<file path="config.mk">
export PLATFORM = sky130hd
export DESIGN_NAME = udp_echo_top
export DESIGN_NICKNAME = d
export VERILOG_FILES = /design/src/design/udp_echo_pkg.sv /design/src/design/beat_fifo.sv /design/src/design/reply_header_builder.sv /design/src/design/status_display.sv /design/src/design/udp_echo_top.sv /design/src/design/udp_port_filter.sv
export SDC_FILE = /design/constraint.sdc
export NUM_CORES = 1
export LEC_CHECK = 0
export BUFFER_PORTS_ARGS = -buffer_cell sky130_fd_sc_hd__clkbuf_2
export CAP_MARGIN = 20
export CORE_MARGIN = 3
export CORE_UTILIZATION = 51
export CTS_CLUSTER_DIAMETER = 40
export CTS_CLUSTER_SIZE = 40
export DETAILED_ROUTE_END_ITERATION = 12
export PLACE_DENSITY = 0.73
export SETUP_SLACK_MARGIN = 0.05
export SLEW_MARGIN = 20
export SYNTH_ARGS = -nofsm -noshare
export SYNTH_HDL_FRONTEND = slang
export SYNTH_HIERARCHICAL = 1
export SYNTH_SLANG_ARGS = --single-unit
export TNS_END_PERCENT = 30
</file>
<file path="constraint.sdc">
create_clock -name i_clk -period 5.75 [get_ports i_clk]
set_clock_uncertainty 0.1 [all_clocks]
set_input_delay 1.15 -clock i_clk [delete_from_list [all_inputs] [get_ports i_clk]]
set_output_delay 1.15 -clock i_clk [all_outputs]
set_load 0.02 [all_outputs]
</file>
<file path="src/design/udp_echo_pkg.sv">
package udp_echo_pkg;

    // Echo service port and fixed reply fields
    localparam logic [15:0] ECHO_PORT  = 16'd1234;
    localparam logic [15:0] REPLY_PORT = 16'd8080;
    localparam logic [31:0] LOCAL_IP   = {8'd192, 8'd168, 8'd50, 8'd168};
    localparam logic [7:0]  REPLY_TTL  = 8'd64;

    localparam int PAYLOAD_FIFO_DEPTH = 64;

    // Board display sizes
    localparam int LED_WIDTH  = 18;
    localparam int HEX_DIGITS = 8;
    localparam int SEG_WIDTH  = 7;

    // Parsed header of a received UDP frame
    typedef struct packed {
        logic [31:0] source_ip;
        logic [15:0] dest_port;
        logic [15:0] length;
    } udp_rx_hdr_t;

    // Variable part of the reply header
    typedef struct packed {
        logic [31:0] dest_ip;
        logic [15:0] length;
    } udp_reply_hdr_t;

    typedef struct packed {
        logic [7:0] data;
        logic       last;
    } payload_beat_t;

    // Segment patterns, bit 0 is segment a, bit 6 is segment g
    localparam logic [SEG_WIDTH-1:0] SEG_TABLE [16] = '{
        7'h3f,
        7'h06,
        7'h5b,
        7'h4f,
        7'h66,
        7'h6d,
        7'h7d,
        7'h07,
        7'h7f,
        7'h6f,
        7'h77,
        7'h7c,
        7'h39,
        7'h5e,
        7'h79,
        7'h71
    };

endpackage

</file>
<file path="src/design/beat_fifo.sv">
`timescale 1ns/10ps

module beat_fifo #(
    parameter type T     = logic [7:0],
    parameter int  DEPTH = 16
) (
    input  logic i_clk,
    input  logic i_rst,

    input  logic i_wr,
    input  T     i_wr_data,
    output logic o_not_full,

    output T     o_rd_data,
    output logic o_rd_valid,
    input  logic i_rd_ready
);

    localparam int AW = (DEPTH > 1) ? $clog2(DEPTH) : 1;

    T              mem [DEPTH];
    logic [AW-1:0] wr_ptr;
    logic [AW-1:0] rd_ptr;
    logic [AW:0]   count;
    logic          wr_en;
    logic          rd_en;

    assign o_not_full = (count != (AW+1)'(DEPTH));
    assign o_rd_valid = (count != '0);
    assign o_rd_data  = mem[rd_ptr];

    assign wr_en = i_wr && o_not_full;
    assign rd_en = o_rd_valid && i_rd_ready;

    always_ff @(posedge i_clk) begin
        if (wr_en) begin
            mem[wr_ptr] <= i_wr_data;
        end
    end

    // Pointers wrap explicitly so any depth works
    always_ff @(posedge i_clk) begin
        if (i_rst) begin
            wr_ptr <= '0;
            rd_ptr <= '0;
        end else begin
            if (wr_en) begin
                wr_ptr <= (wr_ptr == AW'(DEPTH - 1)) ? '0 : wr_ptr + 1'b1;
            end
            if (rd_en) begin
                rd_ptr <= (rd_ptr == AW'(DEPTH - 1)) ? '0 : rd_ptr + 1'b1;
            end
        end
    end

    // Simultaneous write and read leave the count alone
    always_ff @(posedge i_clk) begin
        if (i_rst) begin
            count <= '0;
        end else begin
            case ({wr_en, rd_en})
                2'b10:   count <= count + 1'b1;
                2'b01:   count <= count - 1'b1;
                default: count <= count;
            endcase
        end
    end

endmodule

</file>
<file path="src/design/reply_header_builder.sv">
`timescale 1ns/10ps

module reply_header_builder (
    input  logic                         i_clk,
    input  logic                         i_rst,

    input  logic                         i_capture,
    input  udp_echo_pkg::udp_rx_hdr_t    i_capture_hdr,
    output logic                         o_free,

    output udp_echo_pkg::udp_reply_hdr_t o_tx_hdr,
    output logic                         o_tx_hdr_valid,
    input  logic                         i_tx_hdr_ready
);

    udp_echo_pkg::udp_reply_hdr_t hdr_q;
    logic                         valid_q;

    assign o_tx_hdr       = hdr_q;
    assign o_tx_hdr_valid = valid_q;
    assign o_free         = !valid_q;

    // Held until the stack takes it
    always_ff @(posedge i_clk) begin
        if (i_rst) begin
            valid_q <= 1'b0;
        end else if (i_capture) begin
            valid_q <= 1'b1;
        end else if (valid_q && i_tx_hdr_ready) begin
            valid_q <= 1'b0;
        end
    end

    // Reply goes back to whoever sent the frame
    always_ff @(posedge i_clk) begin
        if (i_capture) begin
            hdr_q.dest_ip <= i_capture_hdr.source_ip;
            hdr_q.length  <= i_capture_hdr.length;
        end
    end

endmodule

</file>
<file path="src/design/status_display.sv">
`timescale 1ns/10ps

module status_display (
    input  logic                               i_clk,
    input  logic                               i_rst,

    // Reply payload transfer
    input  udp_echo_pkg::payload_beat_t        i_tx_beat,
    input  logic                               i_tx_beat_fire,

    // Reply header as presented to the stack
    input  udp_echo_pkg::udp_reply_hdr_t       i_tx_hdr,
    input  logic                               i_tx_hdr_valid,

    output logic [udp_echo_pkg::LED_WIDTH-1:0] o_led,
    output logic [udp_echo_pkg::HEX_DIGITS-1:0][udp_echo_pkg::SEG_WIDTH-1:0] o_hex
);

    logic        mid_frame;
    logic [7:0]  first_byte;
    logic [31:0] ip_q;

    // First byte of each echoed frame
    always_ff @(posedge i_clk) begin
        if (i_rst) begin
            mid_frame  <= 1'b0;
            first_byte <= '0;
        end else if (i_tx_beat_fire) begin
            if (!mid_frame) begin
                first_byte <= i_tx_beat.data;
            end
            mid_frame <= !i_tx_beat.last;
        end
    end

    assign o_led = udp_echo_pkg::LED_WIDTH'(first_byte);

    always_ff @(posedge i_clk) begin
        if (i_rst) begin
            ip_q <= '0;
        end else if (i_tx_hdr_valid) begin
            ip_q <= i_tx_hdr.dest_ip;
        end
    end

    // Digit 0 shows the lowest nibble, segments are active low
    always_comb begin
        for (int i = 0; i < udp_echo_pkg::HEX_DIGITS; i++) begin
            o_hex[i] = ~udp_echo_pkg::SEG_TABLE[ip_q[i*4 +: 4]];
        end
    end

endmodule

</file>
<file path="src/design/udp_echo_top.sv">
`timescale 1ns/10ps

module udp_echo_top (
    input  logic                               i_clk,
    input  logic                               i_rst,

    // Received UDP header and payload from the stack
    input  udp_echo_pkg::udp_rx_hdr_t          i_rx_hdr,
    input  logic                               i_rx_hdr_valid,
    output logic                               o_rx_hdr_ready,
    input  udp_echo_pkg::payload_beat_t        i_rx_pay,
    input  logic                               i_rx_pay_valid,
    output logic                               o_rx_pay_ready,

    // Reply header and payload to the stack
    output udp_echo_pkg::udp_reply_hdr_t       o_tx_hdr,
    output logic                               o_tx_hdr_valid,
    input  logic                               i_tx_hdr_ready,
    output udp_echo_pkg::payload_beat_t        o_tx_pay,
    output logic                               o_tx_pay_valid,
    input  logic                               i_tx_pay_ready,

    output logic [udp_echo_pkg::LED_WIDTH-1:0] o_led,
    output logic [udp_echo_pkg::HEX_DIGITS-1:0][udp_echo_pkg::SEG_WIDTH-1:0] o_hex
);

    logic                        capture;
    udp_echo_pkg::udp_rx_hdr_t   capture_hdr;
    logic                        builder_free;
    logic                        fifo_wr;
    udp_echo_pkg::payload_beat_t fifo_beat;
    logic                        fifo_not_full;
    logic                        tx_pay_fire;

    assign tx_pay_fire = o_tx_pay_valid && i_tx_pay_ready;

    udp_port_filter u_udp_port_filter (
        .i_clk           (i_clk),
        .i_rst           (i_rst),
        .i_rx_hdr        (i_rx_hdr),
        .i_rx_hdr_valid  (i_rx_hdr_valid),
        .o_rx_hdr_ready  (o_rx_hdr_ready),
        .i_rx_pay        (i_rx_pay),
        .i_rx_pay_valid  (i_rx_pay_valid),
        .o_rx_pay_ready  (o_rx_pay_ready),
        .o_capture       (capture),
        .o_capture_hdr   (capture_hdr),
        .i_builder_free  (builder_free),
        .o_fifo_wr       (fifo_wr),
        .o_fifo_beat     (fifo_beat),
        .i_fifo_not_full (fifo_not_full)
    );

    reply_header_builder u_reply_header_builder (
        .i_clk          (i_clk),
        .i_rst          (i_rst),
        .i_capture      (capture),
        .i_capture_hdr  (capture_hdr),
        .o_free         (builder_free),
        .o_tx_hdr       (o_tx_hdr),
        .o_tx_hdr_valid (o_tx_hdr_valid),
        .i_tx_hdr_ready (i_tx_hdr_ready)
    );

    // Echoed payload goes straight out of the FIFO
    beat_fifo #(
        .T     (udp_echo_pkg::payload_beat_t),
        .DEPTH (udp_echo_pkg::PAYLOAD_FIFO_DEPTH)
    ) u_beat_fifo (
        .i_clk      (i_clk),
        .i_rst      (i_rst),
        .i_wr       (fifo_wr),
        .i_wr_data  (fifo_beat),
        .o_not_full (fifo_not_full),
        .o_rd_data  (o_tx_pay),
        .o_rd_valid (o_tx_pay_valid),
        .i_rd_ready (i_tx_pay_ready)
    );

    status_display u_status_display (
        .i_clk          (i_clk),
        .i_rst          (i_rst),
        .i_tx_beat      (o_tx_pay),
        .i_tx_beat_fire (tx_pay_fire),
        .i_tx_hdr       (o_tx_hdr),
        .i_tx_hdr_valid (o_tx_hdr_valid),
        .o_led          (o_led),
        .o_hex          (o_hex)
    );

endmodule

</file>
<file path="src/design/udp_port_filter.sv">
`timescale 1ns/10ps

module udp_port_filter (
    input  logic                        i_clk,
    input  logic                        i_rst,

    input  udp_echo_pkg::udp_rx_hdr_t   i_rx_hdr,
    input  logic                        i_rx_hdr_valid,
    output logic                        o_rx_hdr_ready,
    input  udp_echo_pkg::payload_beat_t i_rx_pay,
    input  logic                        i_rx_pay_valid,
    output logic                        o_rx_pay_ready,

    // Header capture into the reply builder
    output logic                        o_capture,
    output udp_echo_pkg::udp_rx_hdr_t   o_capture_hdr,
    input  logic                        i_builder_free,

    // Payload into the echo FIFO
    output logic                        o_fifo_wr,
    output udp_echo_pkg::payload_beat_t o_fifo_beat,
    input  logic                        i_fifo_not_full
);

    typedef enum logic {
        AWAIT_HDR,
        IN_FRAME
    } state_t;

    state_t state;
    logic   pass;
    logic   is_echo;
    logic   hdr_fire;
    logic   pay_fire;

    assign is_echo = (i_rx_hdr.dest_port == udp_echo_pkg::ECHO_PORT);

    // An echo header must wait until the previous reply header is gone
    assign o_rx_hdr_ready = (state == AWAIT_HDR) && (!is_echo || i_builder_free);
    assign hdr_fire       = i_rx_hdr_valid && o_rx_hdr_ready;

    assign o_capture     = hdr_fire && is_echo;
    assign o_capture_hdr = i_rx_hdr;

    // Dropped frames are sunk at full rate
    assign o_rx_pay_ready = (state == IN_FRAME) && (!pass || i_fifo_not_full);
    assign pay_fire       = i_rx_pay_valid && o_rx_pay_ready;

    assign o_fifo_wr   = pay_fire && pass;
    assign o_fifo_beat = i_rx_pay;

    always_ff @(posedge i_clk) begin
        if (i_rst) begin
            state <= AWAIT_HDR;
            pass  <= 1'b0;
        end else begin
            case (state)
                AWAIT_HDR: begin
                    if (hdr_fire) begin
                        state <= IN_FRAME;
                        pass  <= is_echo;
                    end
                end
                IN_FRAME: begin
                    if (pay_fire && i_rx_pay.last) begin
                        state <= AWAIT_HDR;
                    end
                end
                default: begin
                    state <= AWAIT_HDR;
                end
            endcase
        end
    end

endmodule

</file>
# After elaboration in Yosys (flattened, before gate mapping)
# Memories as Yosys holds them, arrays and structs flattened. A register that Yosys moved wholly into a read port is not among the register bits.
# Cells that the tools add are included.
op_classes:
  n_addsub: 4
  order_cmp: 8
  eq_ne: 6
  mux: 28
  n_bitwise: 18
  n_reduce_logical: 21
ops:
  columns: ["op", "count"]
  rows:
  - ["2-to-1 mux 7 bit", 16]
  - ["inverter 7 bit", 8]
  - ["greater-or-equal comparator 5 bit (second input constant)", 8]
  - ["inverter 4 -> 5 bit", 8]
  - ["2-to-1 mux 6 bit", 4]
  - ["== test 16 x 11 -> 1 bit (second input constant)", 1]
  - ["case mux 7 bit (2 select lines)", 1]
  - ["adder 6 x 1 -> 6 bit (second input constant)", 2]
  - ["== test 6 bit (second input constant)", 2]
  - ["logical AND 1 bit", 10]
  - ["adder 7 x 1 -> 7 bit (second input constant)", 1]
  - ["inequality test 7 bit (second input constant)", 1]
  - ["nonzero test 7 bit", 1]
  - ["subtractor 7 x 1 -> 7 bit (second input constant)", 1]
  - ["2-to-1 mux 1 bit", 6]
  - ["logical NOT 1 bit", 4]
  - ["AND reduction 2 bit", 2]
  - ["nonzero test 2 bit", 2]
  - ["== test 2 x 1 -> 1 bit (second input constant)", 1]
  - ["== test 2 bit (second input constant)", 1]
  - ["logical OR 1 bit", 2]
  - ["inverter 1 bit", 2]
  - ["case mux 1 bit (2 select lines)", 1]
totals:
  reg_bits: 111
  ramBits: 576
  romBits: 896
  out_inout_bits: 135
  memories: 9
mem_list:
  columns: ["memory", "depth", "width", "read_ports", "rd_ports_with_merged_regs", "wr", "line", "text"]
  rows:
  - ["u_beat_fifo.mem", 64, 9, 1, 1, 1, "beat_fifo.sv:21", "T mem [DEPTH];"]
  - ["(name not given)", 16, 7, 1, 0, 0, "status_display.sv:49", "o_hex[i] = ~udp_echo_pkg::SEG_TABLE[ip_q[i*4 +: 4]];"]
  - ["(name not given)", 16, 7, 1, 0, 0, "status_display.sv:49", null]
  - ["(name not given)", 16, 7, 1, 0, 0, "status_display.sv:49", null]
  - ["(name not given)", 16, 7, 1, 0, 0, "status_display.sv:49", null]
  - ["(name not given)", 16, 7, 1, 0, 0, "status_display.sv:49", null]
  - ["+3 memories", null, null, null, null, null, null, null]

# Longest topological paths before layout
# Gate-level depths: netlist (run 1).
logic_depth:
  depth_word: 8
  ltp_mapped: 18
  mapped_depth_nobuf: 16

# Modules after synthesis
# The synthesis (run 1) kept the hierarchy.
modules_own_cells:
  columns: ["module", "instances", "cells_each", "area_each_um2", "seq_area_each_um2"]
  rows:
  - ["beat_fifo", 1, 1176, 23730.3, 17797.1]
  - ["status_display", 1, 402, 3557.2, 820.8]
  - ["reply_header_builder", 1, 53, 1483.9, 1461.4]
  - ["udp_port_filter", 1, 95, 755.7, 40.0]
  - ["udp_echo_top", 1, 1, 6.3, 0.0]

# Worst setup path after synthesis (run 1)
# No wires, ideal clock.
synth_timing:
  kind: "register to register"
  startpoint: "register u_beat_fifo.count[2]"
  endpoint: "register u_beat_fifo.count[4]"
  arrival_time_ns: 3.497
  path_slack_ns: 2.082
  stages_incl_launch_ff: 19
  n_path_buf: 2
  synth_period_minus_slack_ns: 3.668
  cell_sequence: "dfxtp_1 buf_2 nor4_4 nand3_1 nand2b_1 and2_1 and3_1 inv_1 a31oi_1 inv_1 ha_1 buf_2 xor2_1 ha_1 a21oi_1 o311ai_0 a22oi_1 or3_1 a21oi_1"
synth_via:
  elab_chain_cells: 8
  word_cells_on_any_way: 14
  cone_classes: "add/sub: 2; eq/ne: 3; mux: 1; reduce/logical: 8"
synth_rtl:
  columns: ["element", "line", "text"]
  rows:
  - ["from (decl)", "beat_fifo.sv:24", "logic [AW:0] count;"]
  - ["from (signal assigned)", "beat_fifo.sv:62", "2'b10: count <= count + 1'b1;"]
  - ["from (signal assigned)", "beat_fifo.sv:63", "2'b01: count <= count - 1'b1;"]
  - ["from (signal assigned)", "beat_fifo.sv:64", "default: count <= count;"]
  - ["inequality test 7 bit *", "beat_fifo.sv:28", "assign o_not_full = (count != (AW+1)'(DEPTH));"]
  - ["net fifo_not_full", "udp_echo_top.sv:32", "logic fifo_not_full;"]
  - ["logical OR 1 bit *", "udp_port_filter.sv:46", "assign o_rx_pay_ready = (state == IN_FRAME) && (!pass || i_fifo_not_full);"]
  - ["logical AND 1 bit *", "udp_port_filter.sv:46", null]
  - ["net o_rx_pay_ready", "udp_echo_top.sv:13", "output logic o_rx_pay_ready,"]
  - ["logical AND 1 bit *", "udp_port_filter.sv:47", "assign pay_fire = i_rx_pay_valid && o_rx_pay_ready;"]
  - ["logical AND 1 bit *", "udp_port_filter.sv:49", "assign o_fifo_wr = pay_fire && pass;"]
  - ["net fifo_wr", "udp_echo_top.sv:30", "logic fifo_wr;"]
  - ["logical AND 1 bit *", "beat_fifo.sv:32", "assign wr_en = i_wr && o_not_full;"]
  - ["== test 2 x 1 -> 1 bit / == test 2 bit (equally long branches)", "beat_fifo.sv:61", "case ({wr_en, rd_en})"]
  - ["case mux 7 bit (2 select lines) / nonzero test 2 bit (equally long branches)", null, null]
# Mark *: on every way through the listed nets, which the timed path passes. The rest lies on a longest branch.
# A chain may end at the register's enable or synchronous reset.

==> results_dict.tcl, run 1 <==
set metrics [dict create \
    ant_nets 0 \
    leakage_nw 11.1 \
    fin_cells 2699 \
    hpwl_um 40200 \
    status "completed" \
    dieArea_mm2 0.0606 \
    cts_setup_buffers 0 \
    drv_cap 0 \
    hold_buffers 0 \
    rr_worst_depth 16 \
    setup_viol 0 \
    timing.setup.tns_ns 0 \
    final_max_slew_viol_count 0 \
    path_class "flip-flop to primary output" \
    grtUsageMet1_pct 29.5 \
    ios 214 \
    drive_gt1_share_pct 28.6 \
    clkLatencyLatePin_ns 0.61 \
    cp_max_fo 39 \
    grt_pass1_vias 15700 \
    setup.worst_path.end_class "primary output" \
    peakVddDrop_mv 0.232 \
    die_h_um 246 \
    hold_depth 2 \
    r2r_end "u_beat_fifo/count[4]" \
    slew_headroom_pct 27.5 \
    core_mm2 0.0567 \
    vias 16000 \
    vias_per_cell 5.91 \
    worst_hold_path.endpoint "u_status_display/first_byte[0]" \
    fin_crit_sh_pct 89.0 \
    hold_path_class "flip-flop to flip-flop" \
    grt_overflow_total 0 \
    grt-busiest-layer "met2" \
    whs_ns 0.399 \
    area_growth_pct 14.2 \
    syn_area_mm2 0.0294 \
    max-clock-path-buffers 3 \
    required_ns 4.50 \
    clock.fmax_mhz 195 \
    yosysWarnings 6 \
    use_met3_pct 5.30 \
    rsz0062_at_grt "false" \
    drtIter0Drc 1607 \
    die_w_um 246 \
    grt_start_max_net_pins 66 \
    postSynthCellCount 1711 \
    hold_violations 0 \
    period_minus_slack_ns 5.12 \
    place_inst 2546 \
    cts.repair.resized 0 \
    numPortBuffers 203 \
    fin_nets 2007 \
    wirelength_um 65300 \
    use_met2_pct 34.2 \
    grt_use_total_pct 21.4 \
    row_count 87 \
    dr.pass1.iters 5 \
    htree_num_levels 3 \
    tightest_slew_ns 1.08 \
    grt_pass1_wl_um 97500 \
    cts_sinks 693 \
    drc_errors 0 \
    start_util_pct 51.9 \
    ff2ff_setup_slack_ns 1.60 \
    antennaDiodeCount 0 \
    holdCritStartpoint "u_status_display/first_byte[0]" \
    cts_tree "done" \
    cts-root-buf "clkbuf_16" \
    antenna_found_initial 0 \
    syn_area_per_cell_um2 17.2 \
    worst_setup_path_start_kind "flip-flop" \
    wire_per_inst_um 24.2 \
    path_clk_slew_ns 0.06 \
    num-fill-cells 4079 \
    place_congestion 0.838 \
    cts_buffers 83 \
    rr_startpoint "u_beat_fifo/count[2]" \
    arrival_ns 3.87 \
    power_density_mw_per_mm2 346 \
]
## cell usage in the layout (no fill, tap or decap), types with 5 or more instances in the layout
cell type / n
a21oi_1: 22
a22o_1: 8
a22oi_1: 19
a31oi_1: 20
a32o_1: 7
buf_4: 23
bufinv_16: 9
clkbuf_16: 87
clkbuf_2: 202
clkinv_2: 5
clkinv_8: 8
clkinvlp_4: 7
conb_1: 10
dfxtp_1: 64
edfxtp_1: 624
ha_1: 53
inv_1: 33
inv_6: 13
inv_8: 7
mux2_2: 8
mux2i_1: 89
mux4_1: 7
mux4_2: 144
nand2_1: 53
nand2b_1: 13
nand3_1: 17
nand4_1: 5
nor2_1: 177
nor2b_1: 28
nor2b_4: 7
nor3b_1: 5
o21ai_0: 26
o221ai_1: 5
o22ai_1: 5
o31ai_1: 7
o32ai_1: 8
or3_1: 5
or3b_1: 7
xor2_1: 8
## critical path: stages (launching register included)
cell      delay [ns]
dfxtp_4         0.86
buf_4           0.61
mux4_2          0.57
mux2i_1         0.18
o22ai_1         0.17
a21oi_1         0.32
o31ai_1         0.24
clkbuf_2        0.24
## routing by layer
metal,share of wire [%],wire length [um],vias to the layer above
met5,0,0,-
li1,-,-,6972
met3,10,6550,85
met4,2.0,1310,0
met1,39,25200,8108
met2,49,32200,796
## worst max-delay path by stage
stage / endpoint / startpoint / slack (ns)
2_1_floorplan: u_beat_fifo/count[4] / u_beat_fifo/count[2] / 2.08
6_report: o_tx_pay[0] / flip-flop / 0.63
5_1_grt: o_tx_pay[0] / flip-flop / 0.37
3_3_place_gp: o_tx_pay[0] / flip-flop / 1.09
3_5_place_dp: o_tx_pay[0] / flip-flop / 1.22
4_1_cts: o_tx_pay[0] / flip-flop / 0.55
## report_power, final
part / internal [mW] / leakage [nW] / switching [mW] / total [mW]
logic: 0.221 / 3.44 / 0.297 / 0.518
registers: 5.50 / 6.17 / 0.0413 / 5.54
clock network: 3.31 / 1.46 / 2.26 / 5.57
## sequential cells by signal (all words and copies together), names as in the netlist, named ones only
| name | flops |
|---|---|
| u_status_display/ip_q | 32 |
| u_beat_fifo/rd_ptr | 6 |
| u_udp_port_filter/pass | 1 |
| u_status_display/first_byte | 8 |
| u_beat_fifo/mem | 576 |
| u_reply_header_builder/o_tx_hdr | 48 |
| u_beat_fifo/wr_ptr | 6 |
| u_udp_port_filter/state | 1 |
| u_reply_header_builder/o_tx_hdr_valid | 1 |
| u_beat_fifo/count | 7 |
| u_status_display/mid_frame | 1 |
## through the flow
stage               power (mW)  setup WS, ns  area (um2)  utilization [%]
finish                    11.6         0.633       33600             59.2
global route              12.0         0.369       33600             59.2
CTS                       11.7         0.547       33600             59.2
detailed placement        6.16          1.22       30600             53.9
global placement          6.15          1.09       30600             53.9
floorplan                 6.04          2.08       29400                -
## area by class of cell
cell class                      count  area [um2]  area share [%]
Inverter                           34         128           0.380
Tap cell                          756         946            2.82
Timing Repair Buffer              227        1220            3.64
Multi-Input combinational cell    836        8140            24.2
Clock inverter                     62         812            2.42
Sequential cell                   693       20100            59.9
Clock buffer                       91        2210            6.58
No activity file was read; power rests on OpenSTA's default activity.
==> inputs of run 2 (changes only) <==
--- a/config.mk
+++ b/config.mk
@@ -7,12 +7,14 @@
 export LEC_CHECK = 0
 export BUFFER_PORTS_ARGS = -buffer_cell sky130_fd_sc_hd__clkbuf_2
 export CAP_MARGIN = 20
+export CELL_PAD_IN_SITES_DETAIL_PLACEMENT = 0
+export CELL_PAD_IN_SITES_GLOBAL_PLACEMENT = 1
 export CORE_MARGIN = 3
 export CORE_UTILIZATION = 51
 export CTS_CLUSTER_DIAMETER = 40
 export CTS_CLUSTER_SIZE = 40
 export DETAILED_ROUTE_END_ITERATION = 12
-export PLACE_DENSITY = 0.73
+export PLACE_DENSITY = 0.83
 export SETUP_SLACK_MARGIN = 0.05
 export SLEW_MARGIN = 20
 export SYNTH_ARGS = -nofsm -noshare
==> results_dict.tcl, run 2 (same netlist as run 1, synthesis figures left out) <==
set metrics [dict create \
    status "completed" \
    antenna_found_initial 1 \
    wire_per_inst_um 24.1 \
    die_w_um 246 \
    timing.setup.tns_ns 0 \
    cts.repair.resized 0 \
    hpwl_um 41200 \
    htree_num_levels 3 \
    period_minus_slack_ns 5.00 \
    dp_slack_ns 1.38 \
    grt_start_max_net_pins 67 \
    cts_tree "done" \
    final_max_slew_viol_count 0 \
    power_density_mw_per_mm2 349 \
    die_h_um 246 \
    hold_violations 0 \
    dieArea_mm2 0.0606 \
    antennaDiodeCount 0 \
    start_util_pct 51.9 \
    layout_common_cells "624 x edfxtp_1, 202 x clkbuf_2, 169 x nor2_1, 144 x mux4_2, 92 x clkbuf_16" \
    dr.pass1.iters 5 \
    place_congestion 0.846 \
    drc_errors 0 \
    clkLatencyLatePin_ns 0.64 \
    setup_viol 0 \
    numPortBuffers 203 \
    setup_ws_ns 0.753 \
    grt_pass1_vias 16000 \
    cts_setup_buffers 0 \
    cts_buffers 89 \
    drive_gt1_share_pct 29.3 \
    grt_use_total_pct 21.8 \
    arrival_ns 3.75 \
    worst_setup_path_start_kind "flip-flop" \
    cp_max_fo 32 \
    path_clk_slew_ns 0.06 \
    final_common_cell "edfxtp_1" \
    vias_per_cell 5.90 \
    slew_headroom_pct 22.7 \
    hold_buffers 0 \
    wirelength_um 65500 \
    drv_cap 0 \
    ios 214 \
    tightest_slew_ns 1.16 \
    grt_pass1_wl_um 98800 \
    whs_ns 0.397 \
    vias 16100 \
    core_mm2 0.0567 \
    grt_overflow_total 0 \
    fin_nets 2019 \
    area_growth_pct 14.8 \
    cts_sinks 693 \
    hold_path_class "flip-flop to flip-flop" \
    peakVddDrop_mv 0.235 \
    fin_crit_sh_pct 86.9 \
    max-clock-path-buffers 3 \
    largest_register "u_beat_fifo/mem" \
    path_class "flip-flop to primary output" \
    cts-root-buf "clkbuf_16" \
    largest_reg_flops 576 \
    setup.worst_path.end_class "primary output" \
    row_count 87 \
    rsz0062_at_grt "false" \
    drtIter0Drc 1562 \
    leakage_nw 11.1 \
    ant_nets 0 \
    required_ns 4.50 \
    clock.fmax_mhz 200 \
]
-- run 2: area by class of cell --
cell class | count | area [um2]
clock buffers | 101 | 2350
repair buffers | 233 | 1290
flip-flops and latches | 693 | 20100
fillers | 4033 | 22900
clock inverters | 66 | 774
inverters | 34 | 128
well taps | 756 | 946
multi-input cells | 836 | 8160
-- run 2: metrics by stage --
stage	instance area, um2	std cells	util, %	total power, mW
2_1_floorplan	29400	1720	-	6.04
3_3_place_gp	30600	2548	53.9	6.16
3_5_place_dp	30600	2551	54.0	6.17
4_1_cts	33700	2718	59.5	11.9
5_1_grt	33800	2719	59.6	12.1
6_report	33800	2719	59.6	11.8
-- run 2: path summary, 6_finish.rpt --
check                           slack (ns)                        from                         end  cells after the start
worst min register to register        0.40  u_status_display/mid_frame  u_status_display/mid_frame                      2
worst max-delay path                  0.75                   flip-flop                 o_tx_pay[0]                      6
worst min-delay path                  0.40  u_status_display/mid_frame  u_status_display/mid_frame                      2
worst max register to register        1.74        u_beat_fifo/count[2]        u_beat_fifo/count[4]                     16
-- run 2: routing by layer --
metal | vias to the layer above | GRT usage (%) | wire [um]
met3 | 122 | 4.77 | 5430
met1 | 8212 | 28.9 | 25600
met4 | 2 | 7.73 | 1870
li1 | 6998 | - | -
met5 | - | 0 | 10
met2 | 719 | 35.7 | 32600
-- run 2: worst max-delay path: stages, from the launching register on --
cell and delay [ns]:
dfxtp_4 0.76, buf_4 0.48, mux4_2 0.54, nor2b_1 0.13
a2111oi_0 0.69, o31ai_1 0.25, clkbuf_2 0.22
-- run 2: power breakdown --
group | total, mW | internal, mW | leakage (nW) | switching [mW]
clock | 5.72 | 3.44 | 1.50 | 2.28
sequential | 5.54 | 5.50 | 6.17 | 0.0395
combinational | 0.525 | 0.225 | 3.48 | 0.300
total | 11.8 | 9.16 | 11.1 | 2.62
==> inputs of run 3 (changes only) <==
--- a/config.mk
+++ b/config.mk
@@ -10,11 +10,11 @@
 export CELL_PAD_IN_SITES_DETAIL_PLACEMENT = 0
 export CELL_PAD_IN_SITES_GLOBAL_PLACEMENT = 1
 export CORE_MARGIN = 3
-export CORE_UTILIZATION = 51
+export CORE_UTILIZATION = 40
 export CTS_CLUSTER_DIAMETER = 40
 export CTS_CLUSTER_SIZE = 40
 export DETAILED_ROUTE_END_ITERATION = 12
-export PLACE_DENSITY = 0.83
+export PLACE_DENSITY = 0.68
 export SETUP_SLACK_MARGIN = 0.05
 export SLEW_MARGIN = 20
 export SYNTH_ARGS = -nofsm -noshare
==> results_dict.tcl, run 3 (same netlist as run 1, synthesis figures left out) <==
set metrics [dict create \
    status "completed" \
    setup_ws_ns 0.801 \
    place_inst 2751 \
    power.share.clock_pct 49.0 \
    path_class "flip-flop to primary output" \
    power.switching_mw 2.68 \
    rr_worst_depth 11 \
    htree_num_levels 3 \
    dr.pass1.iters 5 \
    worst_hold_path.endpoint "u_status_display/mid_frame" \
    arrival_ns 3.70 \
    die_h_um 277 \
    drtIter0Drc 1282 \
    tightest_slew_ns 1.15 \
    num-fill-cells 6118 \
    drv_cap 0 \
    hpwl_um 43500 \
    start_util_pct 40.7 \
    largest_register "u_beat_fifo/mem" \
    ios 214 \
    required_ns 4.50 \
    clock.fmax_mhz 202 \
    max_stage_delay_ns 0.86 \
    whs_ns 0.398 \
    wirelength_um 68400 \
    path_clk_slew_ns 0.06 \
    fin_cells 2923 \
    drc_errors 0 \
    period_minus_slack_ns 4.95 \
    final_max_slew_viol_count 0 \
    largest_reg_flops 576 \
    fin_nets 2027 \
    max-clock-path-buffers 3 \
    layout_common_cells "624 x edfxtp_1, 203 x clkbuf_2, 173 x nor2_1, 144 x mux4_2, 93 x clkbuf_16" \
    cts_buffers 91 \
    peakVddDrop_mv 0.221 \
    cp_top_family "compound AO/OA/AOI/OAI gates" \
    row_count 98 \
    grt_pass1_wl_um 104000 \
    fin_util_pct 47.3 \
    hold_buffers 0 \
    hold_depth 2 \
    cts.repair.resized 0 \
    antenna_found_initial 1 \
    cp_max_fo 39 \
    cts_setup_buffers 0 \
    core_mm2 0.0722 \
    vias 15800 \
    grt_start_max_net_pins 66 \
    drive_gt1_share_pct 29.4 \
    slew_headroom_pct 23.3 \
    hold_path_class "flip-flop to flip-flop" \
    rsz0062_at_grt "false" \
    hold_violations 0 \
    cts_tree "done" \
    pwr-share-seq_pct 46.4 \
    dieArea_mm2 0.0768 \
    cp.depth 5 \
    leakage_nw 11.2 \
    holdCritStartpoint "u_status_display/mid_frame" \
    ant_nets 0 \
    die_w_um 277 \
    setup.worst_path.end_class "primary output" \
    vias_per_cell 5.41 \
    comb_power_share_pct 4.6 \
    place_area_mm2 0.0309 \
    setup_viol 0 \
    clkLatencyLatePin_ns 0.64 \
    place_congestion 0.827 \
    intPower_mw 9.21 \
    worst-path-buf-inv 1 \
    grt_use_total_pct 17.7 \
    wire_per_inst_um 23.4 \
    worst_setup_path_start_kind "flip-flop" \
    numPortBuffers 203 \
    area_growth_pct 16.1 \
    r2r_end "u_beat_fifo/mem[11][2]" \
    grt_overflow_total 0 \
    power_density_mw_per_mm2 348 \
    p_sw_share_pct 22.5 \
    fin_crit_sh_pct 86.1 \
    stdcell_area_mm2 0.0341 \
    cp_slowest_cell "a2111oi_1" \
    power_mw 11.9 \
    cts_sinks 693 \
    crit_path_cell_trace "mux4_2 > nor2b_1 > a2111oi_1 > o31ai_1 > clkbuf_2" \
    dp_slack_ns 1.07 \
    cts-root-buf "clkbuf_16" \
    timing.setup.tns_ns 0 \
    ff2ff_setup_slack_ns 1.70 \
    rr_startpoint "u_beat_fifo/count[1]" \
    grt_pass1_vias 16100 \
    antennaDiodeCount 0 \
    final_common_cell "edfxtp_1" \
]
run 3: power by group through the flow:
stage	Sequential (mW)	Combinational, mW	Clock [mW]
after global routing	5.52	0.591	6.16
final	5.52	0.549	5.82
after detailed placement	5.65	0.529	0
after CTS	5.54	0.530	5.94
after global placement	5.65	0.517	0
after floorplan	5.62	0.420	0
run 3: worst register-to-register path: stages, from the launching register on:
cell and delay, ns:
dfxtp_1 0.50, nor2_1 0.17, nand3_1 0.12, nand2b_1 0.12, and2_1 0.15, and3_1 0.16
inv_1 0.07, a31oi_1 0.29, inv_1 0.18, nor2_1 0.27, nand3_1 0.58, nor2_1 1.00
run 3: worst max-delay path by stage:
| stage | to | slack [ns] |
|---|---|---|
| 3_3_place_gp | o_tx_pay[0] | 1.09 |
| 6_report | o_tx_pay[0] | 0.80 |
| 3_5_place_dp | o_tx_pay[0] | 1.07 |
| 4_1_cts | o_tx_pay[0] | 0.37 |
| 2_1_floorplan | u_beat_fifo/count[4] | 2.08 |
| 5_1_grt | o_tx_pay[2] | 0.61 |
run 3: final cells by class:
cell class | count | area [um2] | area share [%]
Inverter | 34 | 128 | 0.374
Multi-Input combinational cell | 836 | 8140 | 23.9
Clock inverter | 71 | 848 | 2.49
Timing Repair Buffer | 239 | 1330 | 3.90
Clock buffer | 100 | 2360 | 6.92
Tap cell | 950 | 1190 | 3.48
Sequential cell | 693 | 20100 | 59.0
run 3: per-layer routing:
layer	GRT usage (%)	part of all wire (%)	vias to the layer above	wire [um]
met5	0	0.016	-	11
met4	5.24	2.1	2	1450
met3	4.25	7.0	105	4820
met2	29.2	49	522	33700
met1	23.5	42	8161	28400
li1	-	-	7033	-
